--- src/include/rr_macros.svh ---
`ifndef RR_MACROS_SVH
`define RR_MACROS_SVH

//////////////////////////////
// Trace word geometry
//////////////////////////////
// Payload field of one log entry, wide enough for the widest request
`define RR_LOG_PAYLOAD_W 64
// Channels merged into the trace, in bus order sda then ocl
`define RR_NUM_CHANNELS 2

//////////////////////////////
// Buffering and flow control
//////////////////////////////
// Log queue per recorder
`define RR_LOG_FIFO_DEPTH 4
// Decoder buffer, equal to the replay credits storage starts with
`define RR_REPLAY_FIFO_DEPTH 4
// Trace credits held by the merger after reset
`define RR_TRACE_CREDITS 4
// Mode staging so every channel switches in the same cycle
`define RR_MODE_STAGES 2

`endif

--- src/logic/rr_pkg.sv ---
`default_nettype none
`include "rr_macros.svh"

package rr_pkg;

  // Channel id, order follows the logging merge tree
  typedef enum logic [0:0] {
    CH_SDA = 1'b0,
    CH_OCL = 1'b1
  } rr_chan_e;

  // sda write request, 20-bit address space
  typedef struct packed {
    logic [19:0] addr;
    logic [31:0] data;
  } sda_req_t;

  // ocl write request
  typedef struct packed {
    logic [31:0] addr;
    logic [31:0] data;
  } ocl_req_t;

  // One log entry, request zero-extended into the low payload bits
  typedef struct packed {
    rr_chan_e                      chan;
    logic [`RR_LOG_PAYLOAD_W-1:0]  payload;
  } rr_trace_word_t;

  // One beat on a credit-controlled trace stream
  typedef struct packed {
    logic           valid;
    rr_trace_word_t word;
  } rr_trace_stream_t;

  // Record/replay mode bits
  typedef struct packed {
    logic record_en;
    logic replay_en;
  } rr_mode_t;

endpackage

`default_nettype wire

--- src/logic/rr_trace_decoder.sv ---
`timescale 1ns/1ns
`default_nettype none
`include "rr_macros.svh"

module rr_trace_decoder (
  input  wire logic                                 i_clk,
  input  wire logic                                 i_rst_n,
  input  wire rr_pkg::rr_trace_stream_t             i_replay_trace,
  output logic                                      o_replay_credit,
  output logic [`RR_NUM_CHANNELS-1:0]               o_entry_valid,
  output rr_pkg::rr_trace_word_t                    o_entry,
  input  wire logic [`RR_NUM_CHANNELS-1:0]          i_entry_ready
);

  localparam int DEPTH = `RR_REPLAY_FIFO_DEPTH;
  localparam int PTR_W = $clog2(DEPTH);
  localparam int CNT_W = $clog2(DEPTH + 1);

  // Word buffer, sized to the credits storage holds so it never overflows
  rr_pkg::rr_trace_word_t fifo_mem [DEPTH];
  logic [PTR_W-1:0]       wr_ptr_q;
  logic [PTR_W-1:0]       rd_ptr_q;
  logic [CNT_W-1:0]       count_q;
  logic                   push;
  logic                   pop;
  logic                   credit_q;
  rr_pkg::rr_trace_word_t head_word;

  // Storage only sends while it holds a credit
  assign push      = i_replay_trace.valid;
  assign head_word = fifo_mem[rd_ptr_q];
  assign o_entry   = head_word;

  // Only the head's own channel sees valid, so trace order is kept
  for (genvar ch = 0; ch < `RR_NUM_CHANNELS; ch++) begin : g_dispatch
    assign o_entry_valid[ch] = (count_q != '0) &&
                               (head_word.chan == rr_pkg::rr_chan_e'(ch));
  end

  // Head leaves when its channel takes it
  assign pop = |(o_entry_valid & i_entry_ready);

  always_ff @(posedge i_clk) begin
    if (push) begin
      fifo_mem[wr_ptr_q] <= i_replay_trace.word;
    end
  end

  //////////////////////////////
  // Pointers and occupancy
  //////////////////////////////
  always_ff @(posedge i_clk or negedge i_rst_n) begin
    if (!i_rst_n) begin
      wr_ptr_q <= '0;
      rd_ptr_q <= '0;
      count_q  <= '0;
      credit_q <= 1'b0;
    end else begin
      if (push) begin
        wr_ptr_q <= (wr_ptr_q == PTR_W'(DEPTH - 1)) ? '0 : wr_ptr_q + 1'b1;
      end
      if (pop) begin
        rd_ptr_q <= (rd_ptr_q == PTR_W'(DEPTH - 1)) ? '0 : rd_ptr_q + 1'b1;
      end
      count_q  <= count_q + CNT_W'(push) - CNT_W'(pop);
      // One credit back per dispatched word
      credit_q <= pop;
    end
  end

  assign o_replay_credit = credit_q;

endmodule

`default_nettype wire

--- config.mk ---
export PLATFORM = sky130hd
export DESIGN_NAME = rr_trace_decoder
export DESIGN_NICKNAME = d
export VERILOG_FILES = /design/src/logic/rr_pkg.sv /design/src/logic/rr_trace_decoder.sv
export VERILOG_INCLUDE_DIRS = /design/src /design/src/include
export SDC_FILE = /design/constraint.sdc
export NUM_CORES = 1
export LEC_CHECK = 0
export BUFFER_PORTS_ARGS = -buffer_cell sky130_fd_sc_hd__buf_2
export CORE_ASPECT_RATIO = 1.2
export CORE_UTILIZATION = 50
export CTS_CLUSTER_DIAMETER = 30
export CTS_CLUSTER_SIZE = 14
export DETAILED_ROUTE_END_ITERATION = 12
export PLACE_DENSITY = 0.71
export SYNTH_ARGS = -nofsm -noshare
export SYNTH_HDL_FRONTEND = slang
export SYNTH_SLANG_ARGS = --single-unit
--- constraint.sdc ---
create_clock -name i_clk -period 7.1 [get_ports i_clk]
set_clock_uncertainty 0.1 [all_clocks]
set_input_delay 0.71 -clock i_clk [delete_from_list [all_inputs] [get_ports i_clk]]
set_output_delay 0.71 -clock i_clk [all_outputs]
set_load 0.02 [all_outputs]
==> metrics.md, run 1 <==
| Metric | Value |
|---|---|
| Outcome | finished, final reports clean |
| IO Port Bufs | roughly 140 |
| Post-synth cell types | 19 |
| Hold Startpoint | i_replay_trace[27] |
| Layout fillers | about 1300 |
| Footprint of the multi-input gates | about 1700 µm² |
| Peak per-stage delay on the critical path | between 700 and 800 ps |
| Critical path peak fanout | 39 |
| Total power | about 0.0056 W |
| Die X | 130 µm |
| Synth Area in XOR/XNOR | 0.179% |
| Post-Syn Nets | 460 |
| Most used DFF post-synth | edfxtp_1 |
| Core Area | 19100 µm² |
| Root buffer cell | clkbuf_16 |
| Hold Fails Final Rpt | 0 |
| Post-DP Area | 10800 µm² |
| HPWL after detailed placement | roughly 9.5 mm |
| Most common cell after layout, fill and taps aside | edfxtp_1 |
| Drt wl/cell | roughly 21 µm |
| Internal power | between 0.003 and 0.004 W |
| Clock power frac | about a third |
| P&R area growth vs syn | 23.7% |
| Boundary pin count | 138 |
| Minimum clock period | between 3000 and 4000 ps |
| Row count | 55 |
| RD Place Congestion | approximately 0.70 |
| Synth Register Bits | roughly 270 |
| Die area | 20200 µm² |
| Crit Path Category | reg -> out |
| Most frequent cells in the layout | edfxtp_1 (260), buf_2 (137), mux4_2 (65), clkbuf_16 (43), inv_6 (8) |
| Compound-Gate Fraction of Synth Area | less than 1% |
| Placed instance count | ~760 |
| Worst-margin pin slew | 1020 ps |
| Seq pwr share | between 40% and 50% |
| Clock Tree Buf Depth | 3 |
| Critical Path Start | rd_ptr_q[0] |
| Clock Latency Late Sink | 510 ps |
| Worst Hold Class | in -> reg |
| DR pass1 iterations | 4 |
| Slowest CP cell | dfrtp_4 |
| Clk pin slew, worst setup/hold paths | roughly 50 ps |
| Nets | about 630 |
| CP Launch Type | flip-flop |
| Adder-Cell Fraction of Synth Area | about 1.1% |
| DR iter-0 viols | 276 |
| Rel. slew slack | between 30% and 40% |
| Synth Cell Area | 9810 µm² |
| Mux share of post-synthesis cell area | 15.4% |
| Number of synthesized flops with an enable pin | between 200 and 300 |
| Routed Antenna Nets | 0 |
| Sw Ratio | between 30% and 40% |
| Clock sinks | 268 |
| Final setup viols | 0 |
| First-pass GRT wire length | roughly 27 mm |
| Die height | ~160 µm |
| GRT Util Overall | between 10% and 20% |
| Largest family of logic cells by synthesized area | multiplexers |
| CP Capture Type | output port |
| PwrDens | approximately 460 nW/µm² |
| Critical R2R Launch | rd_ptr_q[1] |
| YS warnings | 0 |
| Comb pwr share | 25.1% |
| TritonCTS Buffers | a little over 40 |
| Total grt overflow | 0 |
| Starting Density | around half |
| Worst path bufs/invs | 2 |
| DRC Markers | 0 |
| Final TNS setup | 0 ps |
| Finished Cell Area | 12100 µm² |
| Post-synthesis async set-or-reset flop share | roughly 3% |
| Max-slew violations | 0 |
| CP delay by family, top | buffers and inverters |
| Data arrival time of the worst path | between 2000 and 3000 ps |
| Register area | between 8000 and 9000 µm² |
| Leakage | 4.23 nW |
| Critical path required time | ~6300 ps |
| Largest net degree at the start of global routing | 68 |
| Via/cell ratio | approximately 5.3 |
| Initial antenna violation count | 3 |
| Synth Area in Simple Gates | 0.561% |
| Final worst path period share | about half |
| VDD IR-drop max | 287 µV |
| Crit-path cells | buf_4 > mux4_2 > buf_2 |
| H-tree levels | 2 |
| Max Cap Viol | 0 |
| CTS tree | done |
| Switching power | roughly 0.0017 W |
| RSZ-0062 raised after global routing | no |
| Vias in the first global route | between 5000 and 6000 |
| Post-Route WL | 17.3 mm |
| Layout cells sized above 1 | a little under half |
| Synth Instances | 382 |
| Fmax | approximately 0.27 GHz |
| Syn Area/Cell | between 20 and 30 µm² |
| Vias | 4487 |
| Sequential share of the synthesized area | roughly 80% |
| Final non-filler cell total | about 840 |
-- kinds of logic (layout without fill, tap and decap cells) --
kind of cell,count (synthesis),count (layout)
buf+inv,21,220
xor+xnor,2,2
other cells,0,2
flops,268,268
simple gates,11,11
compound gates,4,4
mux,68,68
fa+ha+maj,8,8
-- what timing repair did --
item,CTS,global route
setup buffers,0,0
setup endpoints to repair,0,0
resized for setup,0,0
endpoints found under the hold margin,8,0
hold buffers,1,0
-- area by class of cell --
class	instances	share of cell area, %
clock buffer	50	9.08
timing repair buffer	139	5.79
multi-input combinational	93	14.2
inverter	6	0.186
tap	256	2.64
clock inverter	25	2.02
antenna	2	0.0412
sequential	268	66.0
-- synthesized netlist by cell type, types with 2 or more instances --
master	number	area [µm²]
ha_1	7	87.6
nor2_1	3	11.3
and2_1	4	25.0
edfxtp_1	260	7810
xnor2_1	2	17.5
dfrtp_1	8	200
buf_2	10	50.1
o31ai_1	2	15.0
o21ai_0	2	10.0
mux2_1	2	22.5
buf_1	2	7.51
inv_1	6	22.5
mux4_2	65	1460
nand2_1	2	7.51
clkbuf_1	3	11.3
-- final timing paths --
check	endpoint	slack, ps	cells after the start
min in group asynchronous	count_q[2]	470	2
worst max register to register	count_q[2]	3880	9
worst max-delay path	o_entry[63]	3430	3
max in group asynchronous	rd_ptr_q[0]	6240	2
worst min-delay path	fifo_mem[1][27]	310	1
worst min register to register	count_q[2]	480	1
-- per-stage QoR --
step | util (%) | worst slack [ps] | hold slack (ps)
global route | 63.7 | 3160 | 293
CTS | 63.6 | 3250 | 285
floorplan | - | 4330 | 314
detailed placement | 56.5 | 3820 | 465
finish | 63.7 | 3430 | 309
global placement | 56.5 | 3830 | 452
-- sequential cells by signal, indices dropped and copies added (netlist names) --
register         flops
wr_ptr_q             2
count_q              3
fifo_mem           260
rd_ptr_q             2
o_replay_credit      1
-- power by group through the flow --
stage / logic (W) / clock network (W) / registers [W]
2_1_floorplan: 0.00110 / 0 / 0.00213
3_3_place_gp: 0.00140 / 0 / 0.00226
3_5_place_dp: 0.00142 / 0 / 0.00227
4_1_cts: 0.00143 / 0.00196 / 0.00225
5_1_grt: 0.00151 / 0.00202 / 0.00227
6_report: 0.00139 / 0.00192 / 0.00224
-- metal layers --
metal	part of all wire, %	GRT usage (%)	up-vias
met5	0.075	0	-
met4	2.4	7.75	2
met3	5.9	4.61	32
met2	52	31.0	138
met1	40	22.2	2337
li1	-	-	1978
(Power assumes the default switching activity.)
==> inputs of run 2 (changes only) <==
--- a/config.mk
+++ b/config.mk
@@ -6,6 +6,7 @@
 export SDC_FILE = /design/constraint.sdc
 export NUM_CORES = 1
 export LEC_CHECK = 0
+export ABC_AREA = 1
 export BUFFER_PORTS_ARGS = -buffer_cell sky130_fd_sc_hd__buf_2
 export CORE_ASPECT_RATIO = 1.2
 export CORE_UTILIZATION = 50
==> constraint.sdc (replaced) <==
create_clock -name i_clk -period 3.6 [get_ports i_clk]
set_clock_uncertainty 0.1 [all_clocks]
set_input_delay 0.36 -clock i_clk [delete_from_list [all_inputs] [get_ports i_clk]]
set_output_delay 0.36 -clock i_clk [all_outputs]
set_load 0.02 [all_outputs]
==> run 2 against run 1 <==
Routed wire length increased by 24%. Final cell count increased by 42%. Total power increased by 110%. Highest routed layer is now met4.
==> metrics.md, run 2 <==
| Metric | Value |
|---|---|
| Outcome | finished, final reports clean |
| H-tree levels | 2 |
| Layout cells sized above 1 | 25.4% |
| Most common cell after layout, fill and taps aside | edfxtp_1 |
| Sequential share of the synthesized area | 78.6% |
| Clock sinks | around 270 |
| Die X | approximately 130 µm |
| FF-to-FF setup slack | approximately 910 ps |
| Critical Path Start | rd_ptr_q[0] |
| TritonCTS Buffers | between 40 and 50 |
| Post-Route WL | around 21 mm |
| P&R area growth vs syn | 28.4% |
| Fmax | ~0.31 GHz |
| Synth Cell Area | between 10000 and 15000 µm² |
| Crit path to | o_entry[44] |
| Vias | around 6400 |
| Die area | 20900 µm² |
| Cell with the most instances after synthesis | edfxtp_1 |
| Leakage | ~4.7 nW |
| DRC Markers | 0 |
| Worst path bufs/invs | 2 |
| Max-slew violations | 0 |
| First-pass GRT wire length | between 30 and 40 mm |
| Post-Syn Nets | 762 |
| Post-synth cell types | 22 |
| Largest net degree at the start of global routing | 91 |
| RSZ-0062 raised after global routing | no |
| Post-DP Area | 11000 µm² |
| Post-synth top cells | edfxtp_1 (260), nor2_1 (133), o21ai_0 (73), o22ai_1 (64), o21ai_1 (57) |
| GRT Util Overall | 20.8% |
| Rel. slew slack | 40.4% |
| Post-synthesis async set-or-reset flop share | about 3% |
| Data arrival time of the worst path | between 2000 and 3000 ps |
| Worst Hold Class | in -> reg |
| IO Port Bufs | between 100 and 150 |
| Clock Tree Buf Depth | 3 |
| Yosys top cell by area | edfxtp_1 |
| Synth top area share | 76.7% |
| Critical path peak fanout | 90 |
| Setup Fix Bufs, Post-CTS | 0 |
| N_diodes | 0 |
| Number of synthesized flops with an enable pin | 260 |
| CP delay by family, top | buffers and inverters |
| Finished Cell Area | approximately 13000 µm² |
| Max FFs per register | between 200 and 300 |
| CP Capture Type | output port |
| Minimum clock period | 3210 ps |
| Via/cell ratio | about 5.4 |
| Most frequent cells in the layout | edfxtp_1 (260), buf_2 (137), nor2_1 (133), o21ai_0 (73), dlygate4sd3_1 (66) |
| CTS resizes | 0 |
| Synth Instances | between 600 and 700 |
| Slowest CP cell | buf_4 |
| RD Place Congestion | around 0.70 |
| Crit-path cells | buf_4 > o21ai_0 > o22ai_1 > buf_2 |
| VDD IR-drop max | slightly above 600 µV |
| YS warnings | 0 |
| Synth top area cells | edfxtp_1 (77%), nor2_1 (4.9%), o22ai_1 (3.9%) |
| Critical R2R Launch | rd_ptr_q[0] |
| Pre-CTS setup slack | around 900 ps |
| HPWL after detailed placement | approximately 11 mm |
| Largest reg by FF count | fifo_mem |
| Boundary pin count | between 100 and 150 |
| Clock Latency Late Sink | around 500 ps |
| Initial antenna violation count | 0 |
| Final setup viols | 0 |
| DR pass1 iterations | 4 |
| Most used DFF post-synth | edfxtp_1 |
| Nets | ~1000 |
| Peak per-stage delay on the critical path | approximately 800 ps |
| Critical path required time | 3140 ps |
| Crit Path Category | reg -> out |
| Hold Fails Final Rpt | 0 |
| Total grt overflow | 0 |
| Starting Density | approximately half |
| Drt wl/cell | 18.0 µm |
| Top flop regs | fifo_mem (260), count_q (3) |
| Row count | 56 |
| Routed Antenna Nets | 0 |
| Die height | roughly 160 µm |
| Worst r2r dst | count_q[2] |
| Worst path depth | 4 |
| Final worst path period share | roughly 90% |
| CTS tree | done |
| DR iter-0 viols | 438 |
| Clk pin slew, worst setup/hold paths | around 60 ps |
| Synth Register Bits | between 200 and 300 |
| Max Cap Viol | 0 |
| Core Area | roughly 20000 µm² |
| Root buffer cell | clkbuf_16 |
| Reg2Reg Depth | 11 |
| Setup slack after layout | 387 ps |
| Fin Hold WS | about 53 ps |
| Worst-margin pin slew | 894 ps |
| PwrDens | 896 nW/µm² |
| Total power | 0.0117 W |
| Vias in the first global route | roughly 6500 |
| Final TNS setup | 0 ps |
| Syn Area/Cell | between 10 and 15 µm² |
| CP Launch Type | flip-flop |
[run 2: worst register-to-register path: stages (launching register included)]
cell and delay, ps:
dfrtp_4 680, inv_6 350, nand2_4 90, nand3_4 90, nand4_1 160, nand2_2 140
ha_1 240, inv_1 60, ha_1 130, inv_1 40, fa_1 370, xnor2_1 140
[run 2: area by class of cell]
| class | count | area (µm²) |
|---|---|---|
| fillers | 1395 | 6680 |
| repair buffers | 214 | 1470 |
| flip-flops and latches | 268 | 8010 |
| clock buffers | 46 | 1090 |
| multi-input cells | 360 | 1840 |
| well taps | 261 | 327 |
| inverters | 14 | 57.6 |
| clock inverters | 30 | 292 |
[run 2: metrics by stage]
| step | std cells | utilization (%) |
|---|---|---|
| after floorplan | 684 | - |
| after global placement | 1051 | 55.9 |
| after detailed placement | 1051 | 55.9 |
| after CTS | 1193 | 66.2 |
| after global routing | 1193 | 66.2 |
| final | 1193 | 66.2 |
[run 2: routing by layer]
metal  global-route usage, %  part of all wire, %
met4                    7.17                  2.0
met3                    5.13                  5.7
met1                    23.1                   39
met5                       0                    0
met2                    39.0                   53
[run 2: worst min path at each step]
stage,from,to,slack (ps),cells past startpoint
CTS,i_replay_trace[65],wr_ptr_q[1],40,2
detailed placement,i_rst_n,count_q[0],110,1
floorplan,i_rst_n,count_q[0],-40,0
finish,i_replay_trace[65],wr_ptr_q[1],50,2
global route,i_entry_ready[0],o_replay_credit,70,3
global placement,i_rst_n,count_q[2],110,1
[run 2: repair_timing]
item	CTS	global route
hold buffers	66	0
endpoints found under the setup margin	0	0
endpoints found under the hold margin	268	0
[run 2: cell families after synthesis]
group | after synthesis | share of synthesized area [%]
buffers and inverters | 56 | 3.33
XOR/XNOR | 2 | 0.172
adder cells (fa/ha/maj) | 8 | 1.06
AO/OA/AOI/OAI | 194 | 10.3
AND/OR/NAND/NOR | 156 | 6.50
flip-flops | 268 | 78.6
[run 2: power by group]
group / internal [W] / switching (W)
Combinational: 0.00110 / 0.00250
Clock: 0.00244 / 0.00143
Sequential: 0.00401 / 0.000249
Total: 0.00755 / 0.00417
