**src/include/rr_macros.svh**
```systemverilog
`ifndef RR_MACROS_SVH
`define RR_MACROS_SVH

//////////////////////////////
// Trace word geometry
//////////////////////////////
// Payload field of one log entry, wide enough for the widest request
`define RR_LOG_PAYLOAD_W 64
// Channels merged into the trace, in bus order sda then ocl
`define RR_NUM_CHANNELS 2

//////////////////////////////
// Buffering and flow control
//////////////////////////////
// Log queue per recorder
`define RR_LOG_FIFO_DEPTH 4
// Decoder buffer, equal to the replay credits storage starts with
`define RR_REPLAY_FIFO_DEPTH 4
// Trace credits held by the merger after reset
`define RR_TRACE_CREDITS 4
// Mode staging so every channel switches in the same cycle
`define RR_MODE_STAGES 2

`endif

```
**src/logic/rr_pkg.sv**
```systemverilog
`default_nettype none
`include "rr_macros.svh"

package rr_pkg;

  // Channel id, order follows the logging merge tree
  typedef enum logic [0:0] {
    CH_SDA = 1'b0,
    CH_OCL = 1'b1
  } rr_chan_e;

  // sda write request, 20-bit address space
  typedef struct packed {
    logic [19:0] addr;
    logic [31:0] data;
  } sda_req_t;

  // ocl write request
  typedef struct packed {
    logic [31:0] addr;
    logic [31:0] data;
  } ocl_req_t;

  // One log entry, request zero-extended into the low payload bits
  typedef struct packed {
    rr_chan_e                      chan;
    logic [`RR_LOG_PAYLOAD_W-1:0]  payload;
  } rr_trace_word_t;

  // One beat on a credit-controlled trace stream
  typedef struct packed {
    logic           valid;
    rr_trace_word_t word;
  } rr_trace_stream_t;

  // Record/replay mode bits
  typedef struct packed {
    logic record_en;
    logic replay_en;
  } rr_mode_t;

endpackage

`default_nettype wire

```
**src/logic/rr_channel_recorder.sv**
```systemverilog
`timescale 1ns/1ns
`default_nettype none
`include "rr_macros.svh"

module rr_channel_recorder #(
  parameter type              T_PAYLOAD = rr_pkg::sda_req_t,
  parameter rr_pkg::rr_chan_e CHAN      = rr_pkg::CH_SDA
) (
  input  wire logic            i_clk,
  input  wire logic            i_rst_n,
  input  wire rr_pkg::rr_mode_t i_mode,
  input  wire logic            i_sh_valid,
  input  wire T_PAYLOAD        i_sh_req,
  output logic                 o_sh_ready,
  input  wire logic            i_rep_valid,
  input  wire T_PAYLOAD        i_rep_req,
  output logic                 o_rep_ready,
  output logic                 o_cl_valid,
  output T_PAYLOAD             o_cl_req,
  input  wire logic            i_cl_ready,
  output logic                 o_log_valid,
  output rr_pkg::rr_trace_word_t o_log_word,
  input  wire logic            i_log_pop
);

  localparam int DEPTH     = `RR_LOG_FIFO_DEPTH;
  localparam int PTR_W     = $clog2(DEPTH);
  localparam int CNT_W     = $clog2(DEPTH + 1);
  localparam int PAYLOAD_W = $bits(T_PAYLOAD);

  rr_pkg::rr_trace_word_t log_mem [DEPTH];
  rr_pkg::rr_trace_word_t log_entry;
  logic [PTR_W-1:0]       wr_ptr_q;
  logic [PTR_W-1:0]       rd_ptr_q;
  logic [CNT_W-1:0]       count_q;
  logic                   blocked;
  logic                   push;

  //////////////////////////////
  // Source select
  //////////////////////////////
  // Stall the channel rather than lose a log entry
  assign blocked = i_mode.record_en && (count_q == CNT_W'(DEPTH));

  assign o_cl_valid  = !blocked && (i_mode.replay_en ? i_rep_valid : i_sh_valid);
  assign o_cl_req    = i_mode.replay_en ? i_rep_req : i_sh_req;
  // Unselected source sees ready low
  assign o_sh_ready  = !blocked && !i_mode.replay_en && i_cl_ready;
  assign o_rep_ready = !blocked && i_mode.replay_en && i_cl_ready;

  //////////////////////////////
  // Log queue
  //////////////////////////////
  // Log what the CL actually accepted
  assign push = i_mode.record_en && o_cl_valid && i_cl_ready;

  always_comb begin
    log_entry                      = '0;
    log_entry.chan                 = CHAN;
    log_entry.payload[PAYLOAD_W-1:0] = o_cl_req;
  end

  always_ff @(posedge i_clk) begin
    if (push) begin
      log_mem[wr_ptr_q] <= log_entry;
    end
  end

  always_ff @(posedge i_clk or negedge i_rst_n) begin
    if (!i_rst_n) begin
      wr_ptr_q <= '0;
      rd_ptr_q <= '0;
      count_q  <= '0;
    end else begin
      if (push) begin
        wr_ptr_q <= (wr_ptr_q == PTR_W'(DEPTH - 1)) ? '0 : wr_ptr_q + 1'b1;
      end
      if (i_log_pop) begin
        rd_ptr_q <= (rd_ptr_q == PTR_W'(DEPTH - 1)) ? '0 : rd_ptr_q + 1'b1;
      end
      count_q <= count_q + CNT_W'(push) - CNT_W'(i_log_pop);
    end
  end

  // Head visible from the cycle after the push
  assign o_log_valid = (count_q != '0);
  assign o_log_word  = log_mem[rd_ptr_q];

endmodule

`default_nettype wire

```
**config.mk**
```make
export PLATFORM = sky130hd
export DESIGN_NAME = rr_channel_recorder
export DESIGN_NICKNAME = d
export VERILOG_FILES = /design/src/logic/rr_pkg.sv /design/src/logic/rr_channel_recorder.sv
export VERILOG_INCLUDE_DIRS = /design/src /design/src/include
export SDC_FILE = /design/constraint.sdc
export NUM_CORES = 1
export LEC_CHECK = 0
export ABC_AREA = 1
export ABC_CLOCK_PERIOD_IN_PS = 3900
export BUFFER_PORTS_ARGS = -buffer_cell sky130_fd_sc_hd__buf_2
export CORE_AREA = 2 2 142 144
export CTS_BUF_LIST = sky130_fd_sc_hd__clkbuf_4
export DETAILED_ROUTE_END_ITERATION = 10
export DIE_AREA = 0 0 144 146
export PLACE_DENSITY = 0.75
export SYNTH_ARGS = -nofsm -noshare
export SYNTH_HDL_FRONTEND = slang
export SYNTH_SLANG_ARGS = --single-unit
```
**constraint.sdc**
```tcl
create_clock -name i_clk -period 3.9 [get_ports i_clk]
set_clock_uncertainty 0.05 [all_clocks]
set_input_delay 0.78 -clock i_clk [delete_from_list [all_inputs] [get_ports i_clk]]
set_output_delay 0.78 -clock i_clk [all_outputs]
set_load 0.01 [all_outputs]
```
==> impl_metrics.env, run 1 <==
export IMPL_status="finished, final reports clean"
export IMPL_cts_tree="built"
export IMPL_synth_adder_area_share=0.0112
export IMPL_hp_start="i_log_pop"
export IMPL_fin_ws_ns=0.330
export IMPL_die_x_um=144
export IMPL_num_vias=6327
export IMPL_pre_cts_slack_ns=0.973
export IMPL_fillers=1553
export IMPL_synth_seq_area_share=0.668
export IMPL_post_cts_buffers=0
export IMPL_viasPerCell=4.92
export IMPL_nets=1103
export IMPL_antenna_found_initial=1
export IMPL_drtIter0Drc=272
export IMPL_crit_fanout=50
export IMPL_syn_inst=742
export IMPL_start_util=0.497
export IMPL_grt_first_pass_wirelength_um=30800
export IMPL_insertion_delay_ns=0.62
export IMPL_synth_area_leaders="edfxtp_1, nand2_1, o22ai_2"
export IMPL_synth_simple_gate_area_frac=0.152
export IMPL_power_density_mw_per_mm2=598
export IMPL_relSlewSlack=0.405
export IMPL_drc=0
export IMPL_hold_slack_ns=0.343
export IMPL_rsz0062_at_grt="no"
export IMPL_tns_ns=0
export IMPL_root_buffer="clkbuf_4"
export IMPL_ys_ff_latch=215
export IMPL_clkTransAtPathRegs_ns=0.06
export IMPL_cts_sinks=215
export IMPL_postRouteAntennaNets=0
export IMPL_grt_total_usage=0.188
export IMPL_min_to="rd_ptr_q[0]"
export IMPL_start_kind="register"
export IMPL_min_path_type="primary input to register"
export IMPL_worst_setup_path_end_kind="output pin"
export IMPL_fin_crit_sh=0.915
export IMPL_synth_top_area_share=0.650
export IMPL_grt_pass1_vias=6301
export IMPL_startpoint="rd_ptr_q[0]"
export IMPL_portBuffers=219
export IMPL_die_y_um=146
export IMPL_yosysTopAreaCell="edfxtp_1"
export IMPL_place_area_mm2=0.0109
export IMPL_rr_worst_depth=10
export IMPL_fin_crit_ns=3.57
export IMPL_worstHoldPathCells=2
export IMPL_gr_total_overflow=0
export IMPL_finalSetupViolCount=0
export IMPL_p_leak_nw=4.59
export IMPL_tightest_slew_ns=0.891
export IMPL_timing_rr_end="count_q[1]"
export IMPL_grt_max_degree=59
export IMPL_place_congestion=0.776
export IMPL_r2r_slack_ns=1.70
export IMPL_required_ns=3.07
export IMPL_cts_made_buffers=51
export IMPL_synth_area_per_cell_um2=12.9
export IMPL_layout_drive_gt1_share=0.415
export IMPL_max_freq_mhz=280
export IMPL_ys_warn_count=0
export IMPL_synthMuxAreaShare=0
export IMPL_cts_max_path_buffers=3
export IMPL_synth_cell_types=25
export IMPL_wl_um=19800
export IMPL_dpl_hpwl_um=11800
export IMPL_drv_slew=0
export IMPL_maxCapViolations=0
export IMPL_hold_viol=0
export IMPL_worstSetupPathType="register to output pin"
export IMPL_ios=233
export IMPL_synth_top_family_by_area="simple AND/OR/NAND/NOR gates"
export IMPL_wire_per_inst_um=15.4
export IMPL_synth_xor_area_frac=0.00182
export IMPL_area_growth_pct=20.2
export IMPL_design_area_mm2=0.0115
export IMPL_core_area_mm2=0.0193
export IMPL_htreeDepth=2
export IMPL_crit_arrival_ns=2.74
export IMPL_netlist_area_mm2=0.00961
export IMPL_dr_pass1_iters=4
export IMPL_rows=51
export IMPL_die_area_mm2=0.0210
export IMPL_synth_compound_area_frac=0.121
export IMPL_r2r_start="count_q[2]"
export IMPL_ir_drop_v=0.000407
-- cell type report --
class / count / area [µm²] / area share
diodes: 1 / 2.50 / 0.000217
clock buffers: 81 / 608 / 0.0526
clock inverters: 9 / 33.8 / 0.00292
inverters: 15 / 63.8 / 0.00552
multi-input cells: 468 / 2830 / 0.245
flip-flops and latches: 215 / 6430 / 0.556
well taps: 265 / 332 / 0.0287
repair buffers: 232 / 1260 / 0.109
-- per-stage QoR --
| stage | power [mW] | util | cells |
|---|---|---|---|
| 5_1_grt | 7.34 | 0.597 | 1286 |
| 2_1_floorplan | 4.54 | - | 754 |
| 3_3_place_gp | 5.21 | 0.564 | 1194 |
| 6_report | 6.91 | 0.597 | 1286 |
| 3_5_place_dp | 5.25 | 0.564 | 1194 |
| 4_1_cts | 7.00 | 0.597 | 1285 |
-- cells in the final DEF (no fill, tap or decap), types with 6 or more instances in the layout --
cell type and count:
o21ai_1 6, buf_2 219, o21ai_0 100, edfxtp_1 208, clkinv_1 6, conb_1 13
clkbuf_4 81, nor2_1 60, nor2_4 53, buf_4 7, o22ai_2 49, inv_1 12
ha_1 7, nand2_1 170
-- worst max-delay path, cell delays in order, from the launching register on --
cell     delay (ns)
dfrtp_4        0.69
inv_6          0.47
buf_4          0.44
o21ai_0        0.16
o22ai_2        0.16
buf_2          0.16
-- report_power, final --
group / total, mW / switching, mW / internal, mW
combinational: 2.36 / 1.50 / 0.867
clock: 1.73 / 0.792 / 0.935
sequential: 2.81 / 0.112 / 2.70
total: 6.91 / 2.40 / 4.50
-- repair_timing --
action	CTS	global route
endpoints found under the setup margin	0	0
hold buffers	1	0
resized for setup	0	0
endpoints found under the hold margin	7	0
-- state kept, by name (all words and copies together), names as in the netlist --
name	count
wr_ptr_q	2
count_q	3
rd_ptr_q	2
log_mem	208
-- kinds of logic after synthesis --
kind of cell / Yosys count
simple gates: 287
flops: 215
compound gates: 158
buf+inv: 71
fa+ha+maj: 8
xor+xnor: 2
other cells: 1
-- worst max-delay path by stage --
stage,to,depth (start not counted)
floorplan,log_mem[0][0],6
global placement,o_log_word[23],5
detailed placement,count_q[2],11
CTS,o_log_word[23],5
global route,o_log_word[16],5
finish,o_log_word[23],5
-- cell usage after synthesis --
library cell	number
nor2_4	49
buf_2	15
o21ai_1	6
buf_4	15
dfrtp_1	7
ha_1	7
nand2_1	170
conb_1	1
edfxtp_1	208
o22ai_1	3
buf_1	1
nand4_1	2
xnor2_1	2
o22ai_2	49
fa_1	1
buf_8	1
o21ai_0	100
inv_1	12
nor2_1	64
and2_1	1
inv_2	2
buf_12	5
clkbuf_1	19
inv_4	1
nand3_2	1
-- layer usage --
metal	wire length [µm]	part of all wire	global-route usage
met5	0	0	0
met2	10100	0.51	0.331
met3	1220	0.062	0.0398
met1	8160	0.41	0.226
met4	294	0.015	0.0672
No activity file was read; power rests on OpenSTA's default activity.
==> run 2: changes to the inputs <==
Settings changed: CORE_AREA 2 2 142 144 to 2 2 164 126, CTS_BUF_LIST sky130_fd_sc_hd__clkbuf_4 to sky130_fd_sc_hd__clkbuf_16, DIE_AREA 0 0 144 146 to 0 0 166 128, PLACE_DENSITY 0.75 to 0.74.
==> run 2 against run 1 <==
Effect of this change: clock power increased by 15%; setup slack improved by 0.43 ns; critical path depth unchanged; sequential share of layout area decreased by 0.26 points; sequential power about the same; first-iteration DRC count increased by 38%; global-route usage increased by 0.19 points; via count decreased by 1.3%; utilization decreased by 1.0 points; critical endpoint is now o_log_word[0].
==> impl_metrics.env, run 2 (synthesis results as in run 1) <==
export IMPL_grt_total_usage=0.190
export IMPL_layout_drive_gt1_share=0.387
export IMPL_gr_usage_met3=0.0361
export IMPL_cts_hold_buf=0
export IMPL_insertion_delay_ns=0.49
export IMPL_hold_viol=0
export IMPL_maxCapViolations=0
export IMPL_cts_sinks=215
export IMPL_worst_setup_path_end_kind="output pin"
export IMPL_postRouteAntennaNets=0
export IMPL_die_y_um=128
export IMPL_dr_pass1_iters=4
export IMPL_dpl_hpwl_um=12800
export IMPL_final_cell_mix="buf_2, edfxtp_1, nand2_1"
export IMPL_timing_rr_end="count_q[1]"
export IMPL_required_ns=3.07
export IMPL_top_register="log_mem"
export IMPL_cp_cell_sequence="inv_2 > buf_4 > o21ai_0 > o22ai_2 > buf_2"
export IMPL_worst_path_max_delay_cell="dfrtp_2"
export IMPL_critPathBufInv=3
export IMPL_gr_total_overflow=0
export IMPL_rsz0062_at_grt="no"
export IMPL_cts_made_buffers=21
export IMPL_crit_arrival_ns=2.31
export IMPL_r2r_start="count_q[2]"
export IMPL_fin_crit_ns=3.14
export IMPL_grt_pass1_vias=6016
export IMPL_wire_per_inst_um=16.4
export IMPL_cts_tree="built"
export IMPL_fin_util=0.587
export IMPL_start_util=0.486
export IMPL_max_freq_mhz=318
export IMPL_clkTransAtPathRegs_ns=0.06
export IMPL_fin_crit_sh=0.806
export IMPL_r2r_slack_ns=1.67
export IMPL_fin_ws_ns=0.756
export IMPL_rows=45
export IMPL_drc=0
export IMPL_crit_path_max_incr_delay_ns=0.57
export IMPL_ios=233
export IMPL_die_x_um=166
export IMPL_grt_first_pass_wirelength_um=32000
export IMPL_grt_use_met2=0.311
export IMPL_min_path_type="primary input to asynchronous set/reset pin"
export IMPL_grt_most_used_layer="met2"
export IMPL_relSlewSlack=0.569
export IMPL_root_buffer="clkbuf_16"
export IMPL_num_vias=6244
export IMPL_post_cts_buffers=0
export IMPL_drtIter0Drc=375
export IMPL_rr_worst_depth=10
export IMPL_ir_drop_v=0.000428
export IMPL_largest_register_ffs=208
export IMPL_finalNonFillerCells=1233
export IMPL_finalSetupViolCount=0
export IMPL_htreeDepth=1
export IMPL_n_antenna_cell=0
export IMPL_fin_total_pwr_mw=7.25
export IMPL_nets=1081
export IMPL_place_congestion=0.688
export IMPL_cts_max_path_buffers=3
export IMPL_pre_cts_slack_ns=1.00
export IMPL_viasPerCell=5.06
export IMPL_drv_slew=0
export IMPL_area_growth_pct=20.8
export IMPL_status="finished, final reports clean"
export IMPL_worstSetupPathType="register to output pin"
export IMPL_start_kind="register"
export IMPL_antenna_found_initial=0
export IMPL_core_area_mm2=0.0198
export IMPL_critPathTopFamily="buffers and inverters"
export IMPL_grt_max_degree=55
export IMPL_grtUsageMet1=0.269
export IMPL_p_leak_nw=4.58
export IMPL_cts_resized=0
export IMPL_power_density_mw_per_mm2=625
export IMPL_die_area_mm2=0.0212
export IMPL_crit_fanout=26
export IMPL_portBuffers=219
export IMPL_dp_cells=1196
export IMPL_tightest_slew_ns=0.647
export IMPL_reg_largest_list="log_mem (208), count_q (3)"
export IMPL_final_common_cell="buf_2"
export IMPL_wl_um=20300
run 2: metrics by stage:
stage | setup TNS (ns) | hold slack [ns] | cell area, µm²
3_5_place_dp | 0 | 0.454 | 10900
4_1_cts | 0 | 0.0450 | 11600
5_1_grt | 0 | 0.0574 | 11600
6_report | 0 | 0.0702 | 11600
3_3_place_gp | 0 | 0.450 | 10900
2_1_floorplan | -26.37 | 0.429 | 9650
run 2: worst max-delay path by stage:
stage | start | end | slack [ns] | depth (start not counted)
2_1_floorplan | i_mode[0] | log_mem[0][0] | -0.13 | 6
3_3_place_gp | i_mode[0] | count_q[1] | 1.04 | 10
3_5_place_dp | i_mode[0] | count_q[2] | 1.00 | 10
4_1_cts | rd_ptr_q[1] | o_log_word[0] | 0.66 | 5
5_1_grt | rd_ptr_q[1] | o_log_word[0] | 0.57 | 5
6_report | rd_ptr_q[1] | o_log_word[0] | 0.76 | 5
run 2: per-layer routing:
metal	routed length, µm	part of all wire	vias to the layer above
met5	0	0	-
met4	291	0.014	0
met3	1330	0.066	22
met2	9380	0.46	210
met1	9260	0.46	2970
li1	-	-	3042
run 2: area by class of cell:
type                    count  area, µm²
fillers                  1612       8160
repair buffers            240       1290
multi-input cells         468       2830
clock buffers              21        526
flip-flops and latches    215       6430
clock inverters            16        149
inverters                  15       63.8
well taps                 258        323
run 2: power breakdown:
part | internal [mW] | switching, mW
Sequential | 2.70 | 0.0955
Combinational | 0.905 | 1.56
Clock | 1.18 | 0.809
==> run 3: changes to the inputs <==
Settings changed: ABC_CLOCK_PERIOD_IN_PS 3900 to 3200.
Clock period 3.9 ns to 3.2 ns, I/O delays scaled along.
==> run 3 against run 2 <==
Effect of this change: sequential share of layout area decreased by 0.40 points; die area unchanged; setup slack worse by 0.40 ns; register-to-register slack worse by 0.48 ns; utilization up 0.43 points; largest cell class unchanged; largest power group unchanged.
==> impl_metrics.env, run 3 (synthesis results as in run 1) <==
export IMPL_area_growth_pct=21.7
export IMPL_viasPerCell=5.10
export IMPL_hold_viol=0
export IMPL_grt_pass1_vias=5902
export IMPL_dr_pass1_iters=4
export IMPL_p_int_mw=5.86
export IMPL_wl_um=20600
export IMPL_p_clk_frac=0.272
export IMPL_clkTransAtPathRegs_ns=0.06
export IMPL_htreeDepth=1
export IMPL_cts_sinks=215
export IMPL_switching_share=0.339
export IMPL_finalSetupViolCount=0
export IMPL_largest_register_ffs=208
export IMPL_portBuffers=219
export IMPL_fin_total_pwr_mw=8.86
export IMPL_cts_max_path_buffers=3
export IMPL_tns_ns=0
export IMPL_core_area_mm2=0.0198
export IMPL_fin_crit_ns=2.84
export IMPL_power_density_mw_per_mm2=758
export IMPL_reg_largest_list="log_mem (208), count_q (3)"
export IMPL_layout_drive_gt1_share=0.384
export IMPL_postRouteAntennaNets=0
export IMPL_required_ns=2.51
export IMPL_num_vias=6279
export IMPL_worstSetupPathType="register to output pin"
export IMPL_dp_cells=1194
export IMPL_cts_made_buffers=21
export IMPL_drc=0
export IMPL_crit_fanout=34
export IMPL_cts_resized=0
export IMPL_ios=233
export IMPL_final_cell_mix="buf_2, edfxtp_1, nand2_1"
export IMPL_rsz0062_at_grt="no"
export IMPL_design_area_mm2=0.0117
export IMPL_finalNonFillerCells=1232
export IMPL_wire_per_inst_um=16.7
export IMPL_min_path_type="primary input to register"
export IMPL_rows=45
export IMPL_start_util=0.486
export IMPL_ir_drop_v=0.000470
export IMPL_drtIter0Drc=363
export IMPL_start_kind="register"
export IMPL_grt_max_degree=107
export IMPL_gr_total_overflow=0
export IMPL_antenna_found_initial=0
export IMPL_die_area_mm2=0.0212
export IMPL_insertion_delay_ns=0.49
export IMPL_die_x_um=166
export IMPL_place_congestion=0.710
export IMPL_cts_tree="built"
export IMPL_grt_first_pass_wirelength_um=32000
export IMPL_p_leak_nw=4.60
export IMPL_nets=1080
export IMPL_tightest_slew_ns=0.580
export IMPL_grt_total_usage=0.190
export IMPL_die_y_um=128
export IMPL_status="finished, final reports clean"
export IMPL_place_area_mm2=0.0110
export IMPL_p_sw_mw=3.01
export IMPL_worst_setup_path_end_kind="output pin"
export IMPL_n_antenna_cell=0
export IMPL_p_seq_frac=0.384
export IMPL_fin_crit_sh=0.889
export IMPL_max_freq_mhz=352
export IMPL_maxCapViolations=0
export IMPL_drv_slew=0
export IMPL_root_buffer="clkbuf_16"
export IMPL_fillers=1572
export IMPL_top_register="log_mem"
export IMPL_dpl_hpwl_um=12700
export IMPL_relSlewSlack=0.613
export IMPL_comb_power_share=0.344
export IMPL_crit_arrival_ns=2.15
export IMPL_final_common_cell="buf_2"
[run 3: area by class of cell]
type / instances / area (µm²) / share of cell area
timing repair buffer: 239 / 1370 / 0.118
tap: 258 / 323 / 0.0276
clock inverter: 16 / 151 / 0.0130
multi-input combinational: 468 / 2830 / 0.242
sequential: 215 / 6430 / 0.550
clock buffer: 21 / 526 / 0.0450
inverter: 15 / 63.8 / 0.00546
[run 3: final timing paths]
path	endpoint	cells past startpoint	startpoint	slack [ns]
worst max-delay path	o_log_word[27]	5	rd_ptr_q[0]	0.36
worst min-delay path	rd_ptr_q[1]	2	i_log_pop	0.35
worst max register to register	count_q[2]	9	count_q[1]	1.19
worst min register to register	count_q[0]	1	count_q[0]	0.47
max in group asynchronous	rd_ptr_q[0]	2	i_rst_n	2.44
min in group asynchronous	wr_ptr_q[1]	2	i_rst_n	0.48
[run 3: power by group through the flow]
stage	clock network, mW	registers, mW	logic [mW]
final	2.41	3.41	3.05
after global routing	2.56	3.43	3.33
after CTS	2.45	3.41	3.09
after detailed placement	0	3.47	3.07
after global placement	0	3.46	3.02
after floorplan	0	3.43	2.11
[run 3: layer usage]
metal	GRT usage	vias to the layer above	share of wire
li1	-	3039	-
met1	0.269	3001	0.45
met2	0.314	220	0.48
met3	0.0337	19	0.066
met4	0.0384	0	0.012
met5	0	-	0
[run 3: worst max-delay path, stage by stage, from the launching register on]
cell	delay, ns
dfrtp_4	0.51
inv_6	0.30
buf_12	0.32
o21ai_0	0.18
o22ai_2	0.14
buf_2	0.16
[run 3: stage by stage]
| stage | setup WS [ns] | utilization | hold WS [ns] |
|---|---|---|---|
| after CTS | 0.346 | 0.591 | 0.330 |
| after detailed placement | 0.567 | 0.557 | 0.437 |
| after global placement | 0.602 | 0.557 | 0.438 |
| after global routing | 0.250 | 0.591 | 0.345 |
| after floorplan | -0.687 | - | 0.294 |
| final | 0.356 | 0.591 | 0.345 |
[run 3: what timing repair did]
| item | in CTS | in global routing |
|---|---|---|
| hold buffers | 1 | 0 |
| hold endpoints to repair | 7 | 0 |
| buffers inserted | 0 | 0 |
| setup endpoints to repair | 0 | 0 |
