<file path="src/include/rr_macros.svh">
`ifndef RR_MACROS_SVH
`define RR_MACROS_SVH

//////////////////////////////
// Trace word geometry
//////////////////////////////
// Payload field of one log entry, wide enough for the widest request
`define RR_LOG_PAYLOAD_W 64
// Channels merged into the trace, in bus order sda then ocl
`define RR_NUM_CHANNELS 2

//////////////////////////////
// Buffering and flow control
//////////////////////////////
// Log queue per recorder
`define RR_LOG_FIFO_DEPTH 4
// Decoder buffer, equal to the replay credits storage starts with
`define RR_REPLAY_FIFO_DEPTH 4
// Trace credits held by the merger after reset
`define RR_TRACE_CREDITS 4
// Mode staging so every channel switches in the same cycle
`define RR_MODE_STAGES 2

`endif

</file>
<file path="src/logic/rr_pkg.sv">
`default_nettype none
`include "rr_macros.svh"

package rr_pkg;

  // Channel id, order follows the logging merge tree
  typedef enum logic [0:0] {
    CH_SDA = 1'b0,
    CH_OCL = 1'b1
  } rr_chan_e;

  // sda write request, 20-bit address space
  typedef struct packed {
    logic [19:0] addr;
    logic [31:0] data;
  } sda_req_t;

  // ocl write request
  typedef struct packed {
    logic [31:0] addr;
    logic [31:0] data;
  } ocl_req_t;

  // One log entry, request zero-extended into the low payload bits
  typedef struct packed {
    rr_chan_e                      chan;
    logic [`RR_LOG_PAYLOAD_W-1:0]  payload;
  } rr_trace_word_t;

  // One beat on a credit-controlled trace stream
  typedef struct packed {
    logic           valid;
    rr_trace_word_t word;
  } rr_trace_stream_t;

  // Record/replay mode bits
  typedef struct packed {
    logic record_en;
    logic replay_en;
  } rr_mode_t;

endpackage

`default_nettype wire

</file>
<file path="src/logic/rr_channel_replayer.sv">
`timescale 1ns/1ns
`default_nettype none

module rr_channel_replayer #(
  parameter type T_PAYLOAD = rr_pkg::sda_req_t
) (
  input  wire logic                   i_clk,
  input  wire logic                   i_rst_n,
  input  wire logic                   i_entry_valid,
  input  wire rr_pkg::rr_trace_word_t i_entry,
  output logic                        o_entry_ready,
  output logic                        o_rep_valid,
  output T_PAYLOAD                    o_rep_req,
  input  wire logic                   i_rep_ready
);

  localparam int PAYLOAD_W = $bits(T_PAYLOAD);

  // Single entry holding register
  logic     full_q;
  T_PAYLOAD req_q;

  // Take a new entry only while empty
  assign o_entry_ready = !full_q;

  always_ff @(posedge i_clk) begin
    if (i_entry_valid && o_entry_ready) begin
      // Drop the zero-extension bits above the request
      req_q <= i_entry.payload[PAYLOAD_W-1:0];
    end
  end

  always_ff @(posedge i_clk or negedge i_rst_n) begin
    if (!i_rst_n) begin
      full_q <= 1'b0;
    end else if (i_entry_valid && o_entry_ready) begin
      full_q <= 1'b1;
    end else if (full_q && i_rep_ready) begin
      // CL side accepted the replayed request
      full_q <= 1'b0;
    end
  end

  // Held on the CL side until accepted
  assign o_rep_valid = full_q;
  assign o_rep_req   = req_q;

endmodule

`default_nettype wire

</file>
<file path="config.mk">
export PLATFORM = sky130hd
export DESIGN_NAME = rr_channel_replayer
export DESIGN_NICKNAME = d
export VERILOG_FILES = /design/src/logic/rr_pkg.sv /design/src/logic/rr_channel_replayer.sv
export VERILOG_INCLUDE_DIRS = /design/src /design/src/include
export SDC_FILE = /design/constraint.sdc
export NUM_CORES = 1
export LEC_CHECK = 0
export ABC_AREA = 0
export BUFFER_PORTS_ARGS = -buffer_cell sky130_fd_sc_hd__buf_4
export CAP_MARGIN = 20
export CORE_MARGIN = 2
export CORE_UTILIZATION = 41
export DETAILED_ROUTE_END_ITERATION = 8
export PLACE_DENSITY = 0.91
export SYNTH_ARGS = -nofsm -noshare
export SYNTH_HDL_FRONTEND = slang
export SYNTH_SLANG_ARGS = --single-unit
</file>
<file path="constraint.sdc">
create_clock -name i_clk -period 6.35 [get_ports i_clk]
set_clock_uncertainty 0.1 [all_clocks]
set_input_delay 0.3175 -clock i_clk [delete_from_list [all_inputs] [get_ports i_clk]]
set_output_delay 0.3175 -clock i_clk [all_outputs]
set_load 0.05 [all_outputs]
</file>
==> summary by stage, run 1 <==
Run status
The run finished with clean final reports.

Route
The DRC violation count after routing is 0. In the final routed layout, each cell accounts on average for 14.2 um. The pre-antenna-repair detailed-routing pass consisted of 4 iterations. Across all layers, the routed design uses between 900 and 1000 vias. The DRC marker count from the first detailed-route iteration is about 40. Using the TritonRoute via totals, the vias-per-cell ratio works out to ~4.4. The detail route stage leaves a number of antenna-violating nets equal to 0. The final routed wirelength across all metal layers is 3160 um.

Timing
In this run the tightest slew margin relative to its limit is 57.5%. Setup total negative slack on the finished layout was measured at 0 ns. Dividing the final minimum period by the clock period gives 29.2%.

Subtracting the final worst setup slack from the clock period gives 1.86 ns. The minimum setup slack in the final design is 4.49 ns. Setup repair after global routing left no endpoint under its margin. Timing would allow up to roughly 540 MHz. The final-report hold violation count is 0.

The count of final max-slew check failures came to 0. The pin slew with the least headroom to its limit is between 0.6 and 0.7 ns. The total of endpoints with negative setup slack in the final report is 0.

Final layout
The top cell types in the final layout, fill and taps aside, are sky130_fd_sc_hd__buf_4, sky130_fd_sc_hd__edfxtp_1, sky130_fd_sc_hd__clkbuf_8. The filler cell count is 263. The antenna diode count is 0.

Compared with the post-synthesis result, the final layout area differs by 60.8%. The most common library cell in the layout ignoring fill and taps is sky130_fd_sc_hd__buf_4. The layout net count is about 240. The register area is 1590 sq um. The multi-input combinational cell area is between 20 and 25 sq um.

The share of final-layout standard cells stronger than drive strength 1 is 67.2%.

GRT
The number of antenna violations at the first check in global routing is 0. For this run the aggregate overflow at the end of global routing stands at 0. Entering global routing, the biggest net connects 30 pins.

The via count of the first global-routing pass is a little over 1000. The first-pass GRT wire length is 4570 um. The total routing usage reported by global routing is 14.9%.

Setup path
In this run the worst path has a maximum fanout of 29. The worst register-to-register path has a depth of 2. The required time at the worst-slack endpoint is 6.21 ns. The critical setup path kind is flip-flop to flip-flop. The worst setup path is launched from a flip-flop.

The worst register-to-register path ends at o_rep_req[7]. The startpoint of the worst setup timing path is o_rep_valid. The kind of capture point of the worst setup path is a flip-flop. The register-to-register setup slack is 4.49 ns. STA puts the critical path data arrival time at around 1.7 ns. The startpoint identified for the worst register-to-register timing path is o_rep_valid.

Power
The power density over cell area is just under 300 nW/um^2. IR analysis of the VDD net gives a maximum drop of 0.000196 V. The analysis attributes to cell leakage a power of about 1.1 nW.

Placement
Buffers placed on the I/O ports in this run total 109. Before CTS, the worst setup slack after placement is around 4.5 ns. The congestion estimate from routability-driven global placement came to approximately 0.70.

Synth
The count of warnings emitted by yosys is 0. The sequential-to-total area share from yosys stat is 98.8%. The register bit total from synthesis is 53. The total standard cell area after synthesis is about 1600 sq um.

The number of distinct library cells after synthesis is 5. The synthesized instance count is 56. The number of nets handed over by synthesis was 125. The post-synthesis average cell area is 28.7 sq um.

Floorplanning
In this run the vertical extent of the chip is 66.6 um. The count of standard-cell rows is 22. The core area is 3720 sq um. The floorplan step defined a die boundary enclosing about 4400 sq um.

123 I/O pins were placed. The floorplan step set the die width to ~67 um. The initial standard-cell utilization of the core is a little over two fifths.

Clock tree
The post-cts gate resize count is 0. The count of clock tree sinks is 53. Clock-pin slew was measured on the worst setup and hold paths at 0.08 ns. The TritonCTS clock tree is built.

Once the clock tree was built, the setup fixing pass inserted 0 buffers. Counting the buffers created by CTS gives 5. The hold buffer count at cts is 1.

The clock network latency to the later pin of the worst-skew pair is just under 0.3 ns. In this run the number of H-tree levels came out at 2. The master cell of the clock root buffer is sky130_fd_sc_hd__clkbuf_8. The maximum number of buffers from clock root to sink is 2.

Hold path
The instance count along the most critical hold path is 2. The startpoint identified for the worst hold timing path is i_rep_ready. The worst hold path terminates at o_rep_valid. The tightest min-delay check is of the primary input to flip-flop type.

Run
Max-cap violations in this run came to 0.
-- stage by stage --
stage          utilization (%)  total power (W)  cell area [sq um]  hold slack [ns]  instances
2_1_floorplan                -         0.000530               1610          -0.0781         56
3_3_place_gp              67.2         0.000594               2500         -0.00582        214
3_5_place_dp              67.2         0.000598               2500         -0.00332        214
4_1_cts                   69.5         0.000761               2580           0.0762        222
5_1_grt                   69.5         0.000781               2580           0.0760        222
6_report                  69.5         0.000751               2580           0.0923        222
-- state kept, by name, indices dropped and copies added, names as in the netlist --
signal,cells
o_rep_req,52
o_rep_valid,1
-- metal layers --
layer,wire [um],track usage (%)
met4,25,6.12
met5,0,0
met2,1690,26.1
met3,371,6.42
met1,1070,15.5
-- where the power goes --
group | internal [W] | switching, W
Sequential | 0.000415 | 0.00000763
Clock | 0.0000743 | 0.0000881
Combinational | 0.0000532 | 0.000112
Total | 0.000543 | 0.000208
-- synth_stat cells --
cell type,count,area (sq um)
sky130_fd_sc_hd__edfxtp_1,52,1560
sky130_fd_sc_hd__dfrtp_1,1,25.0
sky130_fd_sc_hd__inv_2,1,3.75
sky130_fd_sc_hd__nor2b_2,1,8.76
sky130_fd_sc_hd__o21bai_1,1,7.51
-- critical path: stages, from the launching register on --
cell	delay (ns)
sky130_fd_sc_hd__dfrtp_1	0.43
sky130_fd_sc_hd__nor2b_4	0.54
sky130_fd_sc_hd__buf_4	0.44
-- how the worst max path moves through the flow --
stage                          to  cells past startpoint
floorplan            o_rep_req[0]                      1
global placement    o_rep_req[12]                      2
detailed placement  o_rep_req[43]                      2
CTS                 o_rep_req[20]                      2
global route        o_rep_req[29]                      2
finish               o_rep_req[7]                      2
-- cell families after synthesis --
| family | after synthesis | synth area share (%) |
|---|---|---|
| buffers and inverters | 1 | 0.233 |
| DFF | 53 | 98.8 |
| AOI/OAI and AO/OA | 1 | 0.467 |
| and+or+nand+nor | 1 | 0.545 |
-- final cells by class --
| class | count | share of cell area (%) |
|---|---|---|
| Tap cell | 48 | 2.32 |
| Sequential cell | 53 | 61.4 |
| Multi-Input combinational cell | 2 | 0.823 |
| Clock buffer | 6 | 2.81 |
| Clock inverter | 1 | 0.145 |
| Inverter | 1 | 0.145 |
| Timing Repair Buffer | 111 | 32.3 |
Power figures use the tool's default switching activity.
==> inputs of run 2 (changes only) <==
CORE_UTILIZATION = 35   (was 41)
PLACE_DENSITY = 0.84   (was 0.91)
clock period = 1.7 ns   (was 6.35 ns; I/O delays follow)
==> summary by stage, run 2 (synthesis gave the netlist of run 1 again) <==
Final layout
The utilization of the core after routing is 72.0% (+2.5 points). The antenna diode count is 0 (unchanged). The most common library cell in the layout ignoring fill and taps is sky130_fd_sc_hd__buf_4. The synthesis-to-layout area growth is 96.5%. The flip-flop count of the largest register after layout is 52 (unchanged).

In the layout the commonest cells are sky130_fd_sc_hd__buf_4, sky130_fd_sc_hd__dlygate4sd3_1, sky130_fd_sc_hd__edfxtp_1, sky130_fd_sc_hd__clkbuf_8, sky130_fd_sc_hd__clkinv_2. The layout net count was 298 (+23%). The share of final-layout standard cells stronger than drive strength 1 is 52.6% (-15 points). The filler cell count was 283 (+7.6%).

Setup path
The required time at the worst-slack endpoint is 1.57 ns (-4.64 ns). The signal on the critical path passes through nor2b_4 -> buf_4. The total buffers and inverters traversed by the critical path is 1 (unchanged). The critical setup path kind is flip-flop to flip-flop. On the critical path, the stage with the largest delay is an instance of sky130_fd_sc_hd__dfrtp_2. The arrival time of data at the critical path endpoint is 1.23 ns (-0.48 ns). The biggest cell delay along the critical path was 0.45 ns (-0.09 ns). The worst setup path is launched from a flip-flop. Among cell families on the critical path, the largest total delay comes from flip-flops. The worst setup path is captured at a flip-flop.

The worst-path maximum fanout is 25 (-14%).

Route
The iteration count of the initial detailed-routing pass was 4 (unchanged). The post-route antenna net violation count came to 0 (unchanged). The final routed wirelength across all metal layers is 4250 um (+35%).

The DRC violation count after routing is 0 (unchanged). The overall via count from detail_route was 1216 (+24%). The final routed wire length divided by cell count came to 15.1 um (+6.1%). The number of vias per cell is 4.31 (-2.6%). The DRC marker count from the first detailed-route iteration came to 35 (-15%).

Power
The final total power is 0.00298 W (+300%). The sequential cell fraction of total power is 53.1% (-3.3 points). The switching share of power came to 28.7% (+0.99 points).

The peak supply drop is 0.000596 V (+200%). The power density over cell area came to 944 nW/um^2 (+230%). The internal portion of total power came to 0.00213 W (+290%). The clock share of power came to 22.1% (+0.5 points). The part of the total power dissipated in combinational logic is 24.8% (+2.8 points). The switching component of the power is 0.000854 W (+310%). The static leakage power is 1.33 nW (+22%).

Timing
The minimum setup slack in the final design came to 0.343 ns (-4.15 ns). The pin slew with the least headroom to its limit came to 0.315 ns (-0.322 ns). The final-report hold violation count is 0 (unchanged). The count of final max-slew check failures is 0 (unchanged).

The post-route minimum period came to 1.36 ns (-0.500 ns). The worst max-slew margin expressed relative to the limit is 79.0% (+22 points). The total of endpoints with negative setup slack in the final report is 0 (unchanged).

Setup repair after global routing left no endpoint under its margin. The highest clock frequency the design can meet is 737 MHz (+37%). The final critical-path share of the clock period is 79.8% (+51 points). The final hold slack is 0.267 ns (+0.175 ns).

Clock tree
The hold buffer count at cts came to 55 (+54). The maximum number of buffers from clock root to sink is 2 (unchanged). The number of buffers inserted during clock tree synthesis is 5 (unchanged).

TritonCTS built the clock tree. The CTS H-tree depth was 2 (unchanged). The post-cts gate resize count came to 0 (unchanged). The clock slew at the register clock pins of the worst setup and hold paths is 0.09 ns (about the same). The count of clock tree sinks is 53 (unchanged).

The post-CTS setup buffer count is 0 (unchanged). The master cell of the clock root buffer is sky130_fd_sc_hd__clkbuf_8. The clock network latency to the later pin of the worst-skew pair is 0.29 ns (about the same).

GRT
The pin count of the biggest net entering global routing was 29 (-3.3%). The residual overflow from global routing is 0 (unchanged). The number of antenna violations at the first check in global routing is 0 (unchanged).

The via count of the first global-routing pass is 1318 (+28%). The total routing usage reported by global routing was 16.4% (+1.5 points). The first-pass GRT wire length is 6180 um (+35%).

Hold path
The worst hold path belongs to the class primary input to flip-flop.

Floorplanning
The chip width was 71.8 um (+7.7%). The vertical extent of the die is 71.8 um (+7.7%). The core area is 4380 sq um (+18%).

The initial standard-cell utilization of the core is 36.6% (-6.6 points). The count of standard-cell rows is 24 (+9.1%). The total I/O pin count is 123 (unchanged). The area of the die was 5150 sq um (+16%).

Run
The reported max-cap violation count is 0 (unchanged).

Placement
The number of input and output port buffers inserted is 109 (unchanged). The pre-CTS setup slack came to 0.374 ns (-4.08 ns). The HPWL after detailed placement is around 2600 um. The weighted congestion at the end of routability-driven global placement was 0.670 (-3.9%).

Run status
The run finished with clean final reports.
-- run 2: metrics by stage --
stage	instances	cell area [sq um]	setup TNS, ns
after global placement	219	2520	0
after CTS	282	3160	0
after floorplan	56	1610	-9.06
after detailed placement	219	2520	0
after global routing	282	3160	0
final	282	3160	0
-- run 2: metal layers --
metal	share of wire (%)	track usage, %
met5	0	0
met4	0.80	3.14
met3	9.0	6.47
met2	56	31.9
met1	34	16.4
-- run 2: worst min-delay path: stages --
cell and delay [ns]:
sky130_fd_sc_hd__buf_4 0.11, sky130_fd_sc_hd__nor2b_4 0.13, sky130_fd_sc_hd__buf_12 0.16
-- run 2: power groups by stage --
stage                     sequential [W]  clock (W)  combinational (W)
final                            0.00158   0.000659           0.000740
after global routing             0.00159   0.000724           0.000767
after global placement           0.00161          0           0.000626
after CTS                        0.00158   0.000676           0.000735
after detailed placement         0.00161          0           0.000634
after floorplan                  0.00193          0          0.0000550
-- run 2: layout make-up --
cell class	count	area [sq um]	share of cell area, %
Sequential cell	53	1590	50.3
Timing Repair Buffer	166	1400	44.2
Clock buffer	6	72.6	2.30
Tap cell	52	65.1	2.06
Multi-Input combinational cell	2	21.3	0.674
Clock inverter	2	10.0	0.317
Inverter	1	3.75	0.119
-- run 2: final timing paths --
path                                    start       endpoint  slack [ns]  cells past startpoint
worst max-delay path              o_rep_valid  o_rep_req[44]        0.34                      2
worst min-delay path            i_entry_valid  o_rep_req[23]        0.27                      3
worst max register to register    o_rep_valid  o_rep_req[44]        0.34                      2
worst min register to register    o_rep_valid    o_rep_valid        0.55                      2
max in group asynchronous             i_rst_n    o_rep_valid        0.88                      3
min in group asynchronous             i_rst_n    o_rep_valid        0.51                      3
==> inputs of run 3 (changes only) <==
ABC_AREA = 1   (was 0)
CORE_UTILIZATION = 39   (was 35)
PLACE_DENSITY = 0.88   (was 0.84)
clock period = 1.41 ns   (was 1.7 ns; I/O delays follow)
==> summary by stage, run 3 <==
Run status
The run finished with clean final reports.

Timing
The post-route minimum period is 1.36 ns (+0.00493 ns). The final hold slack is 0.367 ns (+0.100 ns). The worst max-slew margin expressed relative to the limit is 89.1% (+10 points).

The count of final max-slew check failures is 0 (unchanged). The minimum setup slack in the final design is 0.0481 ns (-0.295 ns). The final-report hold violation count is 0 (unchanged). The pin slew with the least headroom to its limit is 0.163 ns (-0.152 ns). The highest clock frequency the design can meet was 734 MHz (-0.36%). Setup repair after global routing left no endpoint under its margin. The final critical-path share of the clock period is 96.6% (+17 points).

The total of endpoints with negative setup slack in the final report came to 0 (unchanged).

Setup path
STA classifies the critical path endpoint as a flip-flop. The arrival time of data at the critical path endpoint is 1.45 ns (+0.22 ns). The worst register-to-register path begins at o_rep_valid. The worst-path maximum fanout is 3 (-88%).

The endpoint identified for the worst register-to-register timing path is o_rep_valid. The critical setup path kind is flip-flop to flip-flop. The number of cells traversed by the worst register-to-register path is 3 (+1). The worst setup path is launched from a flip-flop. The register-to-register setup slack is 0.05 ns (-0.29 ns).

The required time at the worst-slack endpoint is 1.50 ns (-0.07 ns).

Final layout
The antenna diode count was 0 (unchanged). The total non-filler cell area in the finished layout came to 3240 sq um (+2.7%). The most common library cell in the layout ignoring fill and taps is sky130_fd_sc_hd__buf_4. The layout net count was 303 (+1.7%). The synthesis-to-layout area growth is 101%. The final non-filler cell total is 285 (+1.1%). In the layout the commonest cells are sky130_fd_sc_hd__buf_4, sky130_fd_sc_hd__dlygate4sd3_1, sky130_fd_sc_hd__edfxtp_1, sky130_fd_sc_hd__clkbuf_8, sky130_fd_sc_hd__buf_12.

The share of final-layout standard cells stronger than drive strength 1 is 53.2% (+0.58 points). The filler cell count is 197 (-30%). The flip-flop count of the largest register after layout is 52 (unchanged).

GRT
The pin count of the biggest net entering global routing is 24 (-17%). The residual overflow from global routing is 0 (unchanged). The via count of the first global-routing pass is 1393 (+5.7%).

The first-pass GRT wire length is 6960 um (+13%). The number of antenna violations at the first check in global routing is 0 (unchanged). The total routing usage reported by global routing was 22.6% (+6.1 points).

Synth
By instance count, the leading cell after synthesis is sky130_fd_sc_hd__edfxtp_1. The area fraction of the dominant cell type after synthesis is 96.7% (-0.45 points). The count of warnings emitted by yosys was 0 (unchanged).

The synthesized design spends more area on one cell type than any other, namely sky130_fd_sc_hd__edfxtp_1. The number of enable flip-flop cells after synthesis is 52 (unchanged). By area the synthesized netlist is led by sky130_fd_sc_hd__edfxtp_1, sky130_fd_sc_hd__dfrtp_1, sky130_fd_sc_hd__nand2_2. The number of distinct library cells after synthesis is 6 (+1). The most used flip-flop cell after synthesis is sky130_fd_sc_hd__edfxtp_1. The total standard cell area after synthesis is 1610 sq um (+0.47%). The share of async-settable or async-resettable flops after synthesis is 1.89% (unchanged). The register bit total from synthesis was 53 (unchanged). The synthesized instance count is 59 (+5.4%).

By count the netlist is led by sky130_fd_sc_hd__edfxtp_1, sky130_fd_sc_hd__inv_1, sky130_fd_sc_hd__nand2_2. The total nets after synthesis was 128 (+2.4%). The sequential-to-total area share from yosys stat is 98.3% (-0.46 points). The post-synthesis average cell area is 27.4 sq um (-4.6%).

Run
The reported max-cap violation count was 0 (unchanged).

Hold path
The worst min-delay path endpoint is o_rep_req[35]. The worst hold path begins at i_entry[35]. In this run the worst hold path is classified as primary input to flip-flop. The instance count along the most critical hold path came to 2 (-1).

Clock tree
The maximum number of buffers from clock root to sink came to 2 (unchanged). The hold buffer count at cts is 56 (+1.8%). The number of buffers inserted during clock tree synthesis is 5 (unchanged).

The clock network latency to the later pin of the worst-skew pair is 0.30 ns (about the same). The count of clock tree sinks came to 53 (unchanged). The post-cts gate resize count is 0 (unchanged).

The root buffer cell chosen for the clock tree is sky130_fd_sc_hd__clkbuf_8. TritonCTS built the clock tree. The clock slew at the register clock pins of the worst setup and hold paths is 0.10 ns (about the same). The post-CTS setup buffer count is 0 (unchanged). The CTS H-tree depth is 2 (unchanged).

Placement
The HPWL after detailed placement is 2620 um (+1.8%). The placed standard-cell area is 2570 sq um (+1.8%). The number of input and output port buffers inserted was 109 (unchanged). The number of placed instances, taps included was 221 (+0.91%). The weighted congestion at the end of routability-driven global placement came to 0.676 (+0.94%).

The pre-CTS setup slack is 0.144 ns (-0.230 ns).

Power
The final total power is 0.00388 W (+30%). The power density over cell area was 1200 nW/um^2 (+27%). The peak supply drop was 0.000794 V (+33%).

The static leakage power is 1.37 nW (+3.0%).

Floorplanning
The core area is 4000 sq um (-8.8%). The initial standard-cell utilization of the core is 40.4% (+3.7 points). The chip width is 68.3 um (-4.8%). The count of standard-cell rows is 23 (-4.2%). The vertical extent of the die is 68.3 um (-4.8%).

The area of the die is 4670 sq um (-9.3%). The total I/O pin count is 123 (unchanged).

Route
The DRC marker count from the first detailed-route iteration was 66 (+89%). The number of vias per cell was 4.38 (+1.6%). The iteration count of the initial detailed-routing pass is 4 (unchanged). The overall via count from detail_route is 1249 (+2.7%). The DRC violation count after routing is 0 (unchanged). The final routed wirelength across all metal layers is 5010 um (+18%).

The final routed wire length divided by cell count is 17.6 um (+16%). The post-route antenna net violation count is 0 (unchanged).
run 3: worst max-delay path by stage:
stage | from | end | slack, ns | cells after the start
final | o_rep_valid | o_rep_valid | 0.05 | 3
after floorplan | o_rep_valid | o_rep_req[0] | -0.57 | 3
after detailed placement | o_rep_valid | o_rep_req[24] | 0.14 | 4
after CTS | o_rep_valid | o_rep_valid | 0.06 | 3
after global placement | o_rep_valid | o_rep_req[16] | 0.16 | 4
after global routing | o_rep_valid | o_rep_valid | 0.009 | 3
run 3: worst max-delay path, stage by stage (launching register included):
cell                            delay, ns
sky130_fd_sc_hd__dfrtp_2             0.45
sky130_fd_sc_hd__nand2_1             0.10
sky130_fd_sc_hd__nand2_2             0.05
sky130_fd_sc_hd__dlygate4sd3_1       0.55
run 3: layer usage:
| metal | wire, um | vias to the layer above | global-route usage (%) |
|---|---|---|---|
| met1 | 1660 | 575 | 22.7 |
| met5 | 0 | - | 0 |
| met4 | 165 | 0 | 12.3 |
| met3 | 490 | 15 | 9.21 |
| li1 | - | 577 | - |
| met2 | 2690 | 82 | 39.4 |
run 3: logic make-up (layout without fill, tap and decap cells):
family	count (synthesis)	in the layout	synth area share (%)
flip-flops	53	53	98.3
AND/OR/NAND/NOR	3	3	1.01
buffers and inverters	3	179	0.698
run 3: cell type report:
class | count | area (sq um) | area share (%)
Inverter | 3 | 20.0 | 0.617
Clock buffer | 5 | 68.8 | 2.12
Timing Repair Buffer | 168 | 1440 | 44.4
Sequential cell | 53 | 1590 | 49.0
Tap cell | 50 | 62.6 | 1.93
Clock inverter | 3 | 43.8 | 1.35
Multi-Input combinational cell | 3 | 21.3 | 0.656
run 3: where the power goes:
| group | leakage [nW] | switching [W] | internal [W] |
|---|---|---|---|
| Combinational | 0.807 | 0.000563 | 0.000374 |
| Clock | 0.0585 | 0.000496 | 0.000532 |
| Sequential | 0.501 | 0.0000427 | 0.00187 |
| Total | 1.37 | 0.00110 | 0.00278 |
run 3: metrics by stage:
step,util (%),TNS [ns]
after floorplan,-,-29.43
after global placement,64.2,0
after detailed placement,64.2,0
after CTS,81.1,0
after global routing,81.1,0
final,81.1,0
